===== src/verilog/axi_pkg.sv =====
package axi_pkg;

    // Bus widths
    localparam int ADDR_BITS = 32;
    localparam int DATA_BITS = 32;
    localparam int STRB_BITS = DATA_BITS / 8;
    localparam int ID_BITS   = 4;

    localparam logic [7:0] LEN_ONE   = 8'd0;
    localparam logic [7:0] LEN_FOUR  = 8'd3;
    localparam logic [2:0] SIZE_WORD = 3'b010;
    localparam logic [1:0] RESP_OKAY = 2'b00;

    localparam logic [STRB_BITS-1:0] STRB_BYTE = 4'b0001;
    localparam logic [STRB_BITS-1:0] STRB_HALF = 4'b0011;
    localparam logic [STRB_BITS-1:0] STRB_WORD = 4'b1111;

    typedef enum logic [1:0] {
        ACC_BYTE = 2'b00,
        ACC_HALF = 2'b01,
        ACC_WORD = 2'b10
    } access_e;

    typedef enum logic [1:0] {
        BURST_FIXED = 2'b00,
        BURST_INCR  = 2'b01
    } burst_e;

    typedef enum logic [2:0] {
        ST_IDLE = 3'd0,
        ST_AR   = 3'd1,
        ST_R    = 3'd2,
        ST_AW   = 3'd3,
        ST_W    = 3'd4,
        ST_B    = 3'd5
    } master_state_e;

    // One cache port request
    typedef struct packed {
        logic                 write;
        logic                 one_beat;
        access_e              width;
        logic [ADDR_BITS-1:0] addr;
        logic [DATA_BITS-1:0] wdata;
    } cache_req_t;

    // Shared by AR and AW
    typedef struct packed {
        logic [ID_BITS-1:0]   id;
        logic [ADDR_BITS-1:0] addr;
        logic [7:0]           len;
        logic [2:0]           size;
        burst_e               burst;
    } axi_ar_t;

    typedef struct packed {
        logic [DATA_BITS-1:0] data;
        logic [STRB_BITS-1:0] strb;
        logic                 last;
    } axi_w_t;

    typedef struct packed {
        logic [ID_BITS-1:0]   id;
        logic [DATA_BITS-1:0] data;
        logic [1:0]           resp;
        logic                 last;
    } axi_r_t;

    typedef struct packed {
        logic [ID_BITS-1:0] id;
        logic [1:0]         resp;
    } axi_b_t;

endpackage


===== src/verilog/axi_rr_arbiter.sv =====
module axi_rr_arbiter #(
    parameter int N_PORTS = 2
) (
    input  logic                clk,
    input  logic                rst,
    // Master side
    input  logic                m_arvalid_i [N_PORTS],
    input  axi_pkg::axi_ar_t    m_ar_i      [N_PORTS],
    output logic                m_arready_o [N_PORTS],
    input  logic                m_awvalid_i [N_PORTS],
    input  axi_pkg::axi_ar_t    m_aw_i      [N_PORTS],
    output logic                m_awready_o [N_PORTS],
    input  logic                m_wvalid_i  [N_PORTS],
    input  axi_pkg::axi_w_t     m_w_i       [N_PORTS],
    output logic                m_wready_o  [N_PORTS],
    output logic                m_rvalid_o  [N_PORTS],
    output axi_pkg::axi_r_t     m_r_o       [N_PORTS],
    input  logic                m_rready_i  [N_PORTS],
    output logic                m_bvalid_o  [N_PORTS],
    output axi_pkg::axi_b_t     m_b_o       [N_PORTS],
    input  logic                m_bready_i  [N_PORTS],
    // Slave side
    output logic                s_arvalid_o,
    output axi_pkg::axi_ar_t    s_ar_o,
    input  logic                s_arready_i,
    output logic                s_awvalid_o,
    output axi_pkg::axi_ar_t    s_aw_o,
    input  logic                s_awready_i,
    output logic                s_wvalid_o,
    output axi_pkg::axi_w_t     s_w_o,
    input  logic                s_wready_i,
    input  logic                s_rvalid_i,
    input  axi_pkg::axi_r_t     s_r_i,
    output logic                s_rready_o,
    input  logic                s_bvalid_i,
    input  axi_pkg::axi_b_t     s_b_i,
    output logic                s_bready_o
);
    import axi_pkg::*;

    localparam int IDX_BITS = (N_PORTS > 1) ? $clog2(N_PORTS) : 1;

    logic [N_PORTS-1:0]  port_req;
    logic [IDX_BITS-1:0] rr_ptr, grant_q, pick, grant;
    logic                busy, any_req, grant_vld, done;

    always_comb begin
        for (int i = 0; i < N_PORTS; i++) begin
            port_req[i] = m_arvalid_i[i] | m_awvalid_i[i];
        end
    end

    assign any_req = |port_req;

    // First requester at or after the pointer
    always_comb begin
        pick = rr_ptr;
        for (int k = N_PORTS - 1; k >= 0; k--) begin
            if (port_req[(int'(rr_ptr) + k) % N_PORTS]) begin
                pick = IDX_BITS'((int'(rr_ptr) + k) % N_PORTS);
            end
        end
    end

    assign grant     = busy ? grant_q : pick;
    assign grant_vld = busy | any_req;
    assign done      = (s_rvalid_i & s_rready_o & s_r_i.last) | (s_bvalid_i & s_bready_o);

    always_ff @(posedge clk or negedge rst) begin
        if (!rst) begin
            busy    <= 1'b0;
            grant_q <= '0;
            rr_ptr  <= '0;
        end else if (!busy) begin
            if (any_req) begin
                busy    <= 1'b1;
                grant_q <= pick;
            end
        end else if (done) begin
            busy   <= 1'b0;
            rr_ptr <= (int'(grant_q) == N_PORTS - 1) ? '0 : grant_q + 1'b1;
        end
    end

    // Request channels, ID replaced by the port index
    always_comb begin
        s_ar_o      = m_ar_i[grant];
        s_ar_o.id   = ID_BITS'(grant);
        s_aw_o      = m_aw_i[grant];
        s_aw_o.id   = ID_BITS'(grant);
        s_w_o       = m_w_i[grant];
        s_arvalid_o = grant_vld & m_arvalid_i[grant];
        s_awvalid_o = grant_vld & m_awvalid_i[grant];
        s_wvalid_o  = busy & m_wvalid_i[grant];
        for (int i = 0; i < N_PORTS; i++) begin
            m_arready_o[i] = grant_vld && (int'(grant) == i) && s_arready_i;
            m_awready_o[i] = grant_vld && (int'(grant) == i) && s_awready_i;
            m_wready_o[i]  = busy && (int'(grant) == i) && s_wready_i;
        end
    end

    // Responses go back by ID
    always_comb begin
        s_rready_o = 1'b0;
        s_bready_o = 1'b0;
        for (int i = 0; i < N_PORTS; i++) begin
            m_r_o[i]      = s_r_i;
            m_b_o[i]      = s_b_i;
            m_rvalid_o[i] = s_rvalid_i && (s_r_i.id == ID_BITS'(i));
            m_bvalid_o[i] = s_bvalid_i && (s_b_i.id == ID_BITS'(i));
            if (s_r_i.id == ID_BITS'(i)) begin
                s_rready_o = m_rready_i[i];
            end
            if (s_b_i.id == ID_BITS'(i)) begin
                s_bready_o = m_bready_i[i];
            end
        end
    end

endmodule


===== config.mk =====
export PLATFORM = sky130hd
export DESIGN_NAME = axi_rr_arbiter
export DESIGN_NICKNAME = d
export VERILOG_FILES = /design/src/verilog/axi_pkg.sv /design/src/verilog/axi_rr_arbiter.sv
export SDC_FILE = /design/constraint.sdc
export NUM_CORES = 1
export LEC_CHECK = 0
export BUFFER_PORTS_ARGS = -buffer_cell sky130_fd_sc_hd__buf_4
export CAP_MARGIN = 10
export CORE_AREA = 5 5 220 222
export CTS_BUF_LIST = sky130_fd_sc_hd__clkbuf_4 sky130_fd_sc_hd__clkbuf_8
export DETAILED_ROUTE_END_ITERATION = 8
export DIE_AREA = 0 0 225 227
export PLACE_DENSITY_LB_ADDON = 0.3
export SLEW_MARGIN = 15
export SYNTH_ARGS = -nofsm -noshare
export SYNTH_HDL_FRONTEND = slang
export SYNTH_SLANG_ARGS = --single-unit

===== constraint.sdc =====
create_clock -name clk -period 3.53 [get_ports clk]
set_input_delay 0.706 -clock clk [delete_from_list [all_inputs] [get_ports clk]]
set_output_delay 0.706 -clock clk [all_outputs]
set_load 0.02 [all_outputs]

==> reports/results.ini <==
[logic_synthesis]
seq_area_frac_synth_pct = 2.50
synth_area_um2 = 3010
synth-edff-count = 0
yosys-top-cells-area = mux2_4 37%, buf_4 26%, mux2_2 19%
synth_top_flop_cell = dfrtp_1
ys_async_sr_fraction_pct = 100
syn_avg_cell_area_um2 = 10.5
yosys_warnings = 0
ys_types = 26
netlist_instances = 285
ys_ff_latch = 3
synth_top_area_share_pct = 37.5
synth.largest_area_cell = mux2_4

[clock_network]
cts_tree = yes
clk_latency_ns = 0.22
post_cts_resized = 0
clock_path_buffers = 2
postCtsSetupBuffers = 0
h-tree-depth = 1
clk_pin_slew_ns = 0.03
cts_root_buf = clkbuf_8
cts.sinks = 3
postCtsHoldBufs = 0
numCtsBuffers = 3

[die]
pin_count = 572
fp.dieH_um = 227
initial_utilization_pct = 6.51
rows = 79
dieArea_um2 = 51100
core_um2 = 46200
die_width_um = 225

[global_routing]
grt_pass1_vias = 3651
grt.overflow.total = 0
antenna_found_initial = 0
grtUsageTotal_pct = 5.09
grt_max_degree = 59
grt_pass1_wl_mm = 20.4

[worst_setup_path]
crit_slowest_cell = mux2_4
crit_arrival_ns = 2.37
worstPathRequired_ns = 2.82
slowest_delay_ns = 0.34
path_class = primary input to output pin
crit_fanout = 28
cp-start-kind = primary input
crit_path_end_kind = output pin
crit_path_cell_trace = buf_4, or2_4, o21ai_1, o21a_4, buf_12, buf_12, mux2_4, buf_4

[sta]
skew_ns = 0.00485
rsz0062_at_grt = no
finalSetupViolations = 0
layout_min_cycle_time_ns = 3.07
max_freq_ghz = 0.326
fin_crit_sh_pct = 87.0
fin_setup_tns_ns = 0
finalMaxSlewViolations = 0
finalHoldWorstSlack_ns = 0.272
hold_viol = 0

[final_layout]
insertedDiodeCount = 0
nets = 966
area_growth_pct = 110
layout_commonest_cell = buf_4
fillers = 5227
multiInputGateArea_um2 = 1990
register_area_um2 = 75.1
layout_common_cells = 449 x buf_4, 75 x mux2_4, 52 x mux2_2
drive_above_1_share_pct = 92.7

[pwr]
power_switching_mw = 1.03
internal-power_mw = 1.30
peakVddDrop_uv = 154
switching_share_pct = 44.2
p_leak_nw = 3.25
clockPowerShare_pct = 4.6
p_comb_share_pct = 93.0
powerDensity_nw_per_um2 = 370
seqPwrFrac_pct = 2.4

[detailed_routing]
drc = 0
postRouteAntennaNets = 0
first_pass_iters = 4
vias_per_cell = 2.76
vias = 3422
detail_route.wirelength_mm = 15.5
wl_per_cell_um = 12.5
drtIter0Drc = 61

[place]
gp_congestion = 0.773
port_buffers = 441
place_hpwl_mm = 14.1

[outcome]
outcome = complete, no violations

[worst_hold_path]
hold_path.class = primary input to async pin

[flow_run]
drv_cap = 0

## power by group through the flow
| stage | Clock, mW | Combinational (mW) | Sequential (mW) |
|---|---|---|---|
| final | 0.106 | 2.17 | 0.0569 |
| after floorplan | 0 | 1.56 | 0.0533 |
| after global routing | 0.112 | 2.30 | 0.0584 |
| after global placement | 0 | 2.21 | 0.0576 |
| after CTS | 0.109 | 2.21 | 0.0571 |
| after detailed placement | 0 | 2.20 | 0.0573 |
## critical path: cells and delay by family
| family | cells | cell delay, ns |
|---|---|---|
| buffers and inverters | 4 | 0.70 |
| multiplexers | 1 | 0.34 |
| AO/OA/AOI/OAI | 2 | 0.34 |
| AND/OR/NAND/NOR | 1 | 0.26 |
## stage by stage
stage               std cells  total power [mW]  util (%)  cell area, um2  setup WS, ns
finish                   1240              2.34      13.7            6310         0.458
global route             1240              2.47      13.7            6310         0.380
CTS                      1240              2.38      13.7            6310         0.429
detailed placement       1236              2.26      13.6            6260         0.429
global placement         1236              2.27      13.6            6260         0.439
floorplan                 290              1.61         -            3020         0.870
## Yosys cell counts, types with 2 or more instances
master,count
and2_1,3
nor2_1,4
mux2_2,52
buf_4,103
inv_1,3
a22o_1,2
nand2_1,6
and3_1,6
nor2b_1,2
mux2i_1,4
dfrtp_1,3
nor3_1,2
buf_12,8
mux2_4,75
## final cells by class
type	count	share of cell area, %
clock buffer	4	0.773
inverter	3	0.178
multi-input combinational	171	31.5
sequential	3	1.19
tap	607	12.0
timing repair buffer	452	54.4
## state kept, by name, indices dropped and copies added, names as in the netlist
register and count:
busy 1, grant_q 1, rr_ptr 1
## final timing paths
kind / startpoint / endpoint / slack [ns] / cells after the start
worst max-delay path: m_arvalid_i[0] / s_w_o[2] / 0.46 / 8
worst min-delay path: rst / grant_q / 0.27 / 1
worst max register to register: busy / rr_ptr / 2.43 / 3
worst min register to register: rr_ptr / rr_ptr / 0.57 / 2
max in group asynchronous: rst / busy / 3.16 / 1
min in group clk: rr_ptr / rr_ptr / 0.57 / 2
## layer usage
layer  share of wire, %  track usage [%]
met5               0.21            0.461
met3                 18             3.00
met2                 51             9.93
met4               0.98            0.687
met1                 29             4.59
## cells by family after synthesis
| group | count (synthesis) | synth area share [%] |
|---|---|---|
| compound gates | 8 | 2.00 |
| buf+inv | 116 | 32.3 |
| flops | 3 | 2.50 |
| mux | 131 | 58.3 |
| other cells | 1 | 0.125 |
| simple gates | 26 | 4.79 |
Note: power is estimated with default switching activity, not from simulation.
