===== src/verilog/axi_pkg.sv =====
package axi_pkg;

    // Bus widths
    localparam int ADDR_BITS = 32;
    localparam int DATA_BITS = 32;
    localparam int STRB_BITS = DATA_BITS / 8;
    localparam int ID_BITS   = 4;

    localparam logic [7:0] LEN_ONE   = 8'd0;
    localparam logic [7:0] LEN_FOUR  = 8'd3;
    localparam logic [2:0] SIZE_WORD = 3'b010;
    localparam logic [1:0] RESP_OKAY = 2'b00;

    localparam logic [STRB_BITS-1:0] STRB_BYTE = 4'b0001;
    localparam logic [STRB_BITS-1:0] STRB_HALF = 4'b0011;
    localparam logic [STRB_BITS-1:0] STRB_WORD = 4'b1111;

    typedef enum logic [1:0] {
        ACC_BYTE = 2'b00,
        ACC_HALF = 2'b01,
        ACC_WORD = 2'b10
    } access_e;

    typedef enum logic [1:0] {
        BURST_FIXED = 2'b00,
        BURST_INCR  = 2'b01
    } burst_e;

    typedef enum logic [2:0] {
        ST_IDLE = 3'd0,
        ST_AR   = 3'd1,
        ST_R    = 3'd2,
        ST_AW   = 3'd3,
        ST_W    = 3'd4,
        ST_B    = 3'd5
    } master_state_e;

    // One cache port request
    typedef struct packed {
        logic                 write;
        logic                 one_beat;
        access_e              width;
        logic [ADDR_BITS-1:0] addr;
        logic [DATA_BITS-1:0] wdata;
    } cache_req_t;

    // Shared by AR and AW
    typedef struct packed {
        logic [ID_BITS-1:0]   id;
        logic [ADDR_BITS-1:0] addr;
        logic [7:0]           len;
        logic [2:0]           size;
        burst_e               burst;
    } axi_ar_t;

    typedef struct packed {
        logic [DATA_BITS-1:0] data;
        logic [STRB_BITS-1:0] strb;
        logic                 last;
    } axi_w_t;

    typedef struct packed {
        logic [ID_BITS-1:0]   id;
        logic [DATA_BITS-1:0] data;
        logic [1:0]           resp;
        logic                 last;
    } axi_r_t;

    typedef struct packed {
        logic [ID_BITS-1:0] id;
        logic [1:0]         resp;
    } axi_b_t;

endpackage


===== src/verilog/cache_axi_master.sv =====
module cache_axi_master (
    input  logic                             clk,
    input  logic                             rst,
    // Cache side
    input  logic                             creq_i,
    input  axi_pkg::cache_req_t              req_i,
    output logic [axi_pkg::DATA_BITS-1:0]    dataout_o,
    output logic                             wait_o,
    // Read address
    output logic                             arvalid_o,
    output axi_pkg::axi_ar_t                 ar_o,
    input  logic                             arready_i,
    // Write address
    output logic                             awvalid_o,
    output axi_pkg::axi_ar_t                 aw_o,
    input  logic                             awready_i,
    // Write data
    output logic                             wvalid_o,
    output axi_pkg::axi_w_t                  w_o,
    input  logic                             wready_i,
    // Read data
    input  logic                             rvalid_i,
    input  axi_pkg::axi_r_t                  r_i,
    output logic                             rready_o,
    // Write response
    input  logic                             bvalid_i,
    input  axi_pkg::axi_b_t                  b_i,
    output logic                             bready_o
);
    import axi_pkg::*;

    master_state_e state, nxt;

    logic                 arhns, awhns, whns, rhns, bhns;
    logic [STRB_BITS-1:0] wstrb;
    logic [DATA_BITS-1:0] rdata_q;

    assign arhns    = arvalid_o & arready_i;
    assign awhns    = awvalid_o & awready_i;
    assign whns     = wvalid_o & wready_i;
    assign rhns     = rvalid_i & rready_o;
    assign bhns     = bvalid_i & bready_o;

    always_comb begin
        case (req_i.width)
            ACC_BYTE: wstrb = STRB_BYTE;
            ACC_HALF: wstrb = STRB_HALF;
            default:  wstrb = STRB_WORD;
        endcase
    end

    // Reads are one or four beats, writes always a single beat
    always_comb begin
        ar_o.id    = '0;
        ar_o.addr  = req_i.addr;
        ar_o.len   = req_i.one_beat ? LEN_ONE : LEN_FOUR;
        ar_o.size  = SIZE_WORD;
        ar_o.burst = BURST_INCR;
        aw_o.id    = '0;
        aw_o.addr  = req_i.addr;
        aw_o.len   = LEN_ONE;
        aw_o.size  = SIZE_WORD;
        aw_o.burst = BURST_FIXED;
        w_o.data   = req_i.wdata;
        w_o.strb   = wstrb;
        w_o.last   = 1'b1;
    end

    // Hold the last beat, pass the live one through
    always_ff @(posedge clk) begin
        if (rhns) begin
            rdata_q <= r_i.data;
        end
    end

    assign dataout_o = rhns ? r_i.data : rdata_q;

    always_ff @(posedge clk or negedge rst) begin
        if (!rst) begin
            state <= ST_IDLE;
        end else begin
            state <= nxt;
        end
    end

    always_comb begin
        nxt = state;
        case (state)
            ST_IDLE: begin
                if (creq_i && req_i.write) begin
                    nxt = awhns ? ST_W : ST_AW;
                end else if (creq_i) begin
                    nxt = arhns ? ST_R : ST_AR;
                end
            end
            ST_AR: if (arhns) nxt = ST_R;
            ST_R:  if (rhns && r_i.last) nxt = ST_IDLE;
            ST_AW: if (awhns) nxt = ST_W;
            ST_W:  if (whns) nxt = ST_B;
            ST_B:  if (bhns) nxt = ST_IDLE;
            default: nxt = ST_IDLE;
        endcase
    end

    always_comb begin
        arvalid_o = 1'b0;
        awvalid_o = 1'b0;
        wvalid_o  = 1'b0;
        rready_o  = 1'b0;
        bready_o  = 1'b0;
        wait_o    = 1'b0;
        case (state)
            ST_IDLE: begin
                arvalid_o = creq_i & ~req_i.write;
                awvalid_o = creq_i & req_i.write;
                wait_o    = creq_i;
            end
            ST_AR: begin
                arvalid_o = 1'b1;
                wait_o    = 1'b1;
            end
            ST_R: begin
                rready_o = 1'b1;
                wait_o   = ~rvalid_i;
            end
            ST_AW: begin
                awvalid_o = 1'b1;
                wait_o    = 1'b1;
            end
            ST_W: begin
                wvalid_o = 1'b1;
                wait_o   = ~wready_i;
            end
            ST_B: begin
                // Write already done for the cache, a new request waits
                bready_o = 1'b1;
                wait_o   = creq_i;
            end
            default: wait_o = 1'b0;
        endcase
    end

endmodule


===== config.mk =====
export PLATFORM = sky130hd
export DESIGN_NAME = cache_axi_master
export DESIGN_NICKNAME = d
export VERILOG_FILES = /design/src/verilog/axi_pkg.sv /design/src/verilog/cache_axi_master.sv
export SDC_FILE = /design/constraint.sdc
export NUM_CORES = 1
export LEC_CHECK = 0
export ABC_AREA = 1
export BUFFER_PORTS_ARGS = -buffer_cell sky130_fd_sc_hd__buf_2
export CORE_AREA = 3 3 114 116
export DETAILED_ROUTE_END_ITERATION = 8
export DIE_AREA = 0 0 117 119
export GPL_ROUTABILITY_DRIVEN = 0
export PLACE_DENSITY = 0.53
export SLEW_MARGIN = 20
export SYNTH_ARGS = -nofsm -noshare
export SYNTH_HDL_FRONTEND = slang
export SYNTH_SLANG_ARGS = --single-unit
export TNS_END_PERCENT = 5

===== constraint.sdc =====
create_clock -name clk -period 3 [get_ports clk]
set_clock_uncertainty 0.15 [all_clocks]
set_input_delay 0.15 -clock clk [delete_from_list [all_inputs] [get_ports clk]]
set_output_delay 0.15 -clock clk [all_outputs]
set_load 0.02 [all_outputs]

==> impl_summary.log <==
INFO  metric result_of_the_run = finished clean
INFO  metric p_sw = 1110 uW
INFO  metric share_of_the_yosys_chip_area_belonging_to_registers = 0.284
INFO  metric initial_utilization = 0.210
INFO  metric top_fanout_value_on_the_critical_path = 32
INFO  metric fin_nets = around 410
INFO  metric post_synth.cell_area_avg = roughly 9.3 um^2
INFO  metric setup_total_negative_slack = 0 ns
INFO  metric power.static_leakage = around 0.0015 uW
INFO  metric wire_length_of_the_first_global_routing_pass = slightly below 8000 um
INFO  metric final_worst_path_period_share = 0.772
INFO  metric chipWidth = roughly 120 um
INFO  metric synthTopCellsByArea = sky130_fd_sc_hd__buf_4 (39%), sky130_fd_sc_hd__dfxtp_1 (25%), sky130_fd_sc_hd__mux2_4 (18%)
INFO  metric post-cts-setup-buffers = 0
INFO  metric clkTransAtPathRegs = 0.05 ns
INFO  metric cts_inserted_buffers = 5
INFO  metric mappedNetlistArea = roughly 2500 um^2
INFO  metric filler_cell_count = 1,275
INFO  metric crit_path_start_kind = register
INFO  metric antenna_violating_nets_post_route = 0
INFO  metric diodes = 0
INFO  metric first_global_vias = between 1,000 and 1,500
INFO  metric criticalPathCategory = reg -> out
INFO  metric setup_viol = 0
INFO  metric route.final.wire_length = about 6000 um
INFO  metric drv.max_cap_violation_count = 0
INFO  metric core.rowCount = 40
INFO  metric p_sw_frac = 0.393
INFO  metric required_time_reported_for_the_critical_path_endpoint = 2.70 ns
INFO  metric antenna_found_initial = 0
INFO  metric seqPwrFrac = 0.283
INFO  metric cts.htree.levels = 2
INFO  metric drc_errors = 0
INFO  metric ff2ff_path_depth = 4
INFO  metric port_buffers = 87
INFO  metric timing.fmax = 0.432 GHz
INFO  metric rsz_0062_raised_after_global_routing = no
INFO  metric p_comb_frac = 0.529
INFO  metric post_route_cells_drive_above_1_share = 0.442
INFO  metric ys_seq_elements = 35
INFO  metric hold_viol_final = 0
INFO  metric post_cts_resized = 0
INFO  metric maxSlewHeadroom = 0.610
INFO  metric power.share.clock = 0.188
INFO  metric max_slew.worst_pin.slew = 0.584 ns
INFO  metric regArea = just over 700 um^2
INFO  metric hold_buffers = 33
INFO  metric critPathBufInv = 2
INFO  metric synth_cell_types = 20
INFO  metric die_footprint = between 10,000 and 15,000 um^2
INFO  metric ir_drop = around 0.22 mV
INFO  metric crit_path_cell_trace = nor3_4, nand2_2, buf_4, mux2_2, buf_2
INFO  metric worst_path_max_delay_cell = sky130_fd_sc_hd__dfrtp_1
INFO  metric power_density_normalized_to_cell_area = between 1000 and 1500 nW/um^2
INFO  metric cts_tree = yes
INFO  metric area_of_combinational_cells_with_multiple_inputs = about 830 um^2
INFO  metric cp_slowest_stage_delay = ~0.52 ns
INFO  metric core-area = 12,000 um^2
INFO  metric die_height = 119 um
INFO  metric cts_root_buffer = sky130_fd_sc_hd__clkbuf_16
INFO  metric num_vias = ~1,600
INFO  metric yosys.area.top_type = sky130_fd_sc_hd__buf_4
INFO  metric dp_hpwl = around 4800 um
INFO  metric vias_per_cell = approximately 3.5
INFO  metric period_minus_slack = 2.31 ns
INFO  metric min_path_cells = 3
INFO  metric cp-end-kind = primary output
INFO  metric post-synth-top-area-fraction = 0.393
INFO  metric intPower = 1720 uW
INFO  metric initial_drc_count = 37
INFO  metric finalHoldWorstSlack = 0.0143 ns
INFO  metric holdCritPathClass = in -> reg
INFO  metric worst-path-stages = 5
INFO  metric clock_sinks = 35
INFO  metric boundaryPins = 294
INFO  metric synth.yosys.warnings = 0
INFO  metric drt-pass1-iter-count = 4
INFO  metric max_slew_vio_count = 0
INFO  metric syn-instance-count = between 200 and 300
INFO  metric avgRoutedWirePerCell = roughly 14 um
INFO  metric ctsLongestPathBuffers = 2
INFO  metric cpLargestDelayFamily = buffers and inverters
INFO  metric source_to_sink_clock_delay_at_the_later_pin_of_the_worst_skew_pair = ~0.27 ns
INFO  metric overflow = 0
INFO  metric grtUsageTotal = 0.0741
INFO  metric worst-endpoint-arrival = between 2 and 2.5 ns
INFO  metric syn2layout_area_growth = 7.70%
INFO  metric grt_max_degree = 33
[area by class of cell]
| class | instances | share of cell area |
|---|---|---|
| inverter | 13 | 0.0180 |
| sequential | 35 | 0.264 |
| timing repair buffer | 121 | 0.285 |
| multi-input combinational | 117 | 0.308 |
| tap | 147 | 0.0678 |
| clock buffer | 8 | 0.0577 |
[placed cells by master, fill, tap and decap left out]
| cell | n |
|---|---|
| sky130_fd_sc_hd__a21oi_1 | 1 |
| sky130_fd_sc_hd__buf_2 | 87 |
| sky130_fd_sc_hd__buf_4 | 1 |
| sky130_fd_sc_hd__clkbuf_1 | 1 |
| sky130_fd_sc_hd__clkbuf_16 | 5 |
| sky130_fd_sc_hd__clkbuf_8 | 2 |
| sky130_fd_sc_hd__conb_1 | 34 |
| sky130_fd_sc_hd__dfrtp_1 | 3 |
| sky130_fd_sc_hd__dfxtp_1 | 32 |
| sky130_fd_sc_hd__dlygate4sd3_1 | 33 |
| sky130_fd_sc_hd__inv_1 | 13 |
| sky130_fd_sc_hd__mux2_2 | 2 |
| sky130_fd_sc_hd__mux2_4 | 30 |
| sky130_fd_sc_hd__nand2_1 | 25 |
| sky130_fd_sc_hd__nand2_2 | 1 |
| sky130_fd_sc_hd__nand3_1 | 6 |
| sky130_fd_sc_hd__nand3b_1 | 2 |
| sky130_fd_sc_hd__nor2_1 | 9 |
| sky130_fd_sc_hd__nor3_4 | 1 |
| sky130_fd_sc_hd__o21a_1 | 1 |
| sky130_fd_sc_hd__o21ai_0 | 2 |
| sky130_fd_sc_hd__o21ai_1 | 2 |
| sky130_fd_sc_hd__or2_2 | 1 |
[metrics by stage]
stage               total power (uW)   util  instances  instance area (um^2)  worst slack, ns
floorplan                       2120      -        302                  2640             1.22
global placement                2260  0.185        400                  2230            0.986
detailed placement              2280  0.185        400                  2230            0.967
CTS                             2870  0.226        441                  2710            0.661
global route                    3020  0.226        441                  2710            0.578
finish                          2830  0.226        441                  2710            0.685
[path summary, 6_finish.rpt]
kind	end	start	slack, ns
max	dataout_o[31]	state[2]	0.69
max reg2reg	rdata_q[31]	state[2]	1.15
min reg2reg	rdata_q[21]	rdata_q[21]	0.32
min	state[1]	awready_i	0.01
max in group asynchronous	state[0]	rst	2.54
min in group asynchronous	state[1]	rst	0.05
[state kept, by name, summed over array words and instances (netlist names)]
name / cells
state: 3
rdata_q: 32
[power by group through the flow]
stage	clock, uW	sequential [uW]	combinational, uW
final	532	802	1500
after detailed placement	0	812	1470
after floorplan	0	779	1340
after global placement	0	800	1460
after CTS	560	804	1510
after global routing	576	827	1620
[per-layer routing]
layer  vias to the layer above  global-route usage  wire, um
met3                        34              0.0569      1030
li1                        721                   -         -
met5                         -                   0         0
met4                         0              0.0588       369
met2                       144               0.116      2690
met1                       656              0.0604      1930
[worst register-to-register path, delay by kind of cell (launching register included)]
family | cells | cell delay (ns)
and+or+nand+nor | 2 | 0.16
muxes | 1 | 0.43
DFF | 1 | 0.52
buffers and inverters | 1 | 0.47
[logic make-up (layout without fill, tap and decap cells)]
family / Yosys count / in the layout / synth area share
buf+inv: 150 / 142 / 0.432
simple gates: 45 / 45 / 0.0800
flops: 35 / 35 / 0.284
mux: 32 / 32 / 0.188
compound gates: 6 / 6 / 0.0129
other cells: 2 / 34 / 0.00298
[cell usage after synthesis]
library cell and instances:
sky130_fd_sc_hd__nand3_1 6, sky130_fd_sc_hd__clkbuf_1 1, sky130_fd_sc_hd__nor2_1 9, sky130_fd_sc_hd__mux2_2 2, sky130_fd_sc_hd__o21a_1 1, sky130_fd_sc_hd__or2_2 1
sky130_fd_sc_hd__o21ai_0 2, sky130_fd_sc_hd__a21oi_1 1, sky130_fd_sc_hd__nor3_4 1, sky130_fd_sc_hd__o21ai_1 2, sky130_fd_sc_hd__buf_6 4, sky130_fd_sc_hd__nand2_2 1
sky130_fd_sc_hd__nand2_1 25, sky130_fd_sc_hd__conb_1 2, sky130_fd_sc_hd__buf_4 132, sky130_fd_sc_hd__inv_1 13, sky130_fd_sc_hd__dfxtp_1 32, sky130_fd_sc_hd__dfrtp_1 3
sky130_fd_sc_hd__mux2_4 30, sky130_fd_sc_hd__nand3b_1 2
(Power assumes the default switching activity.)
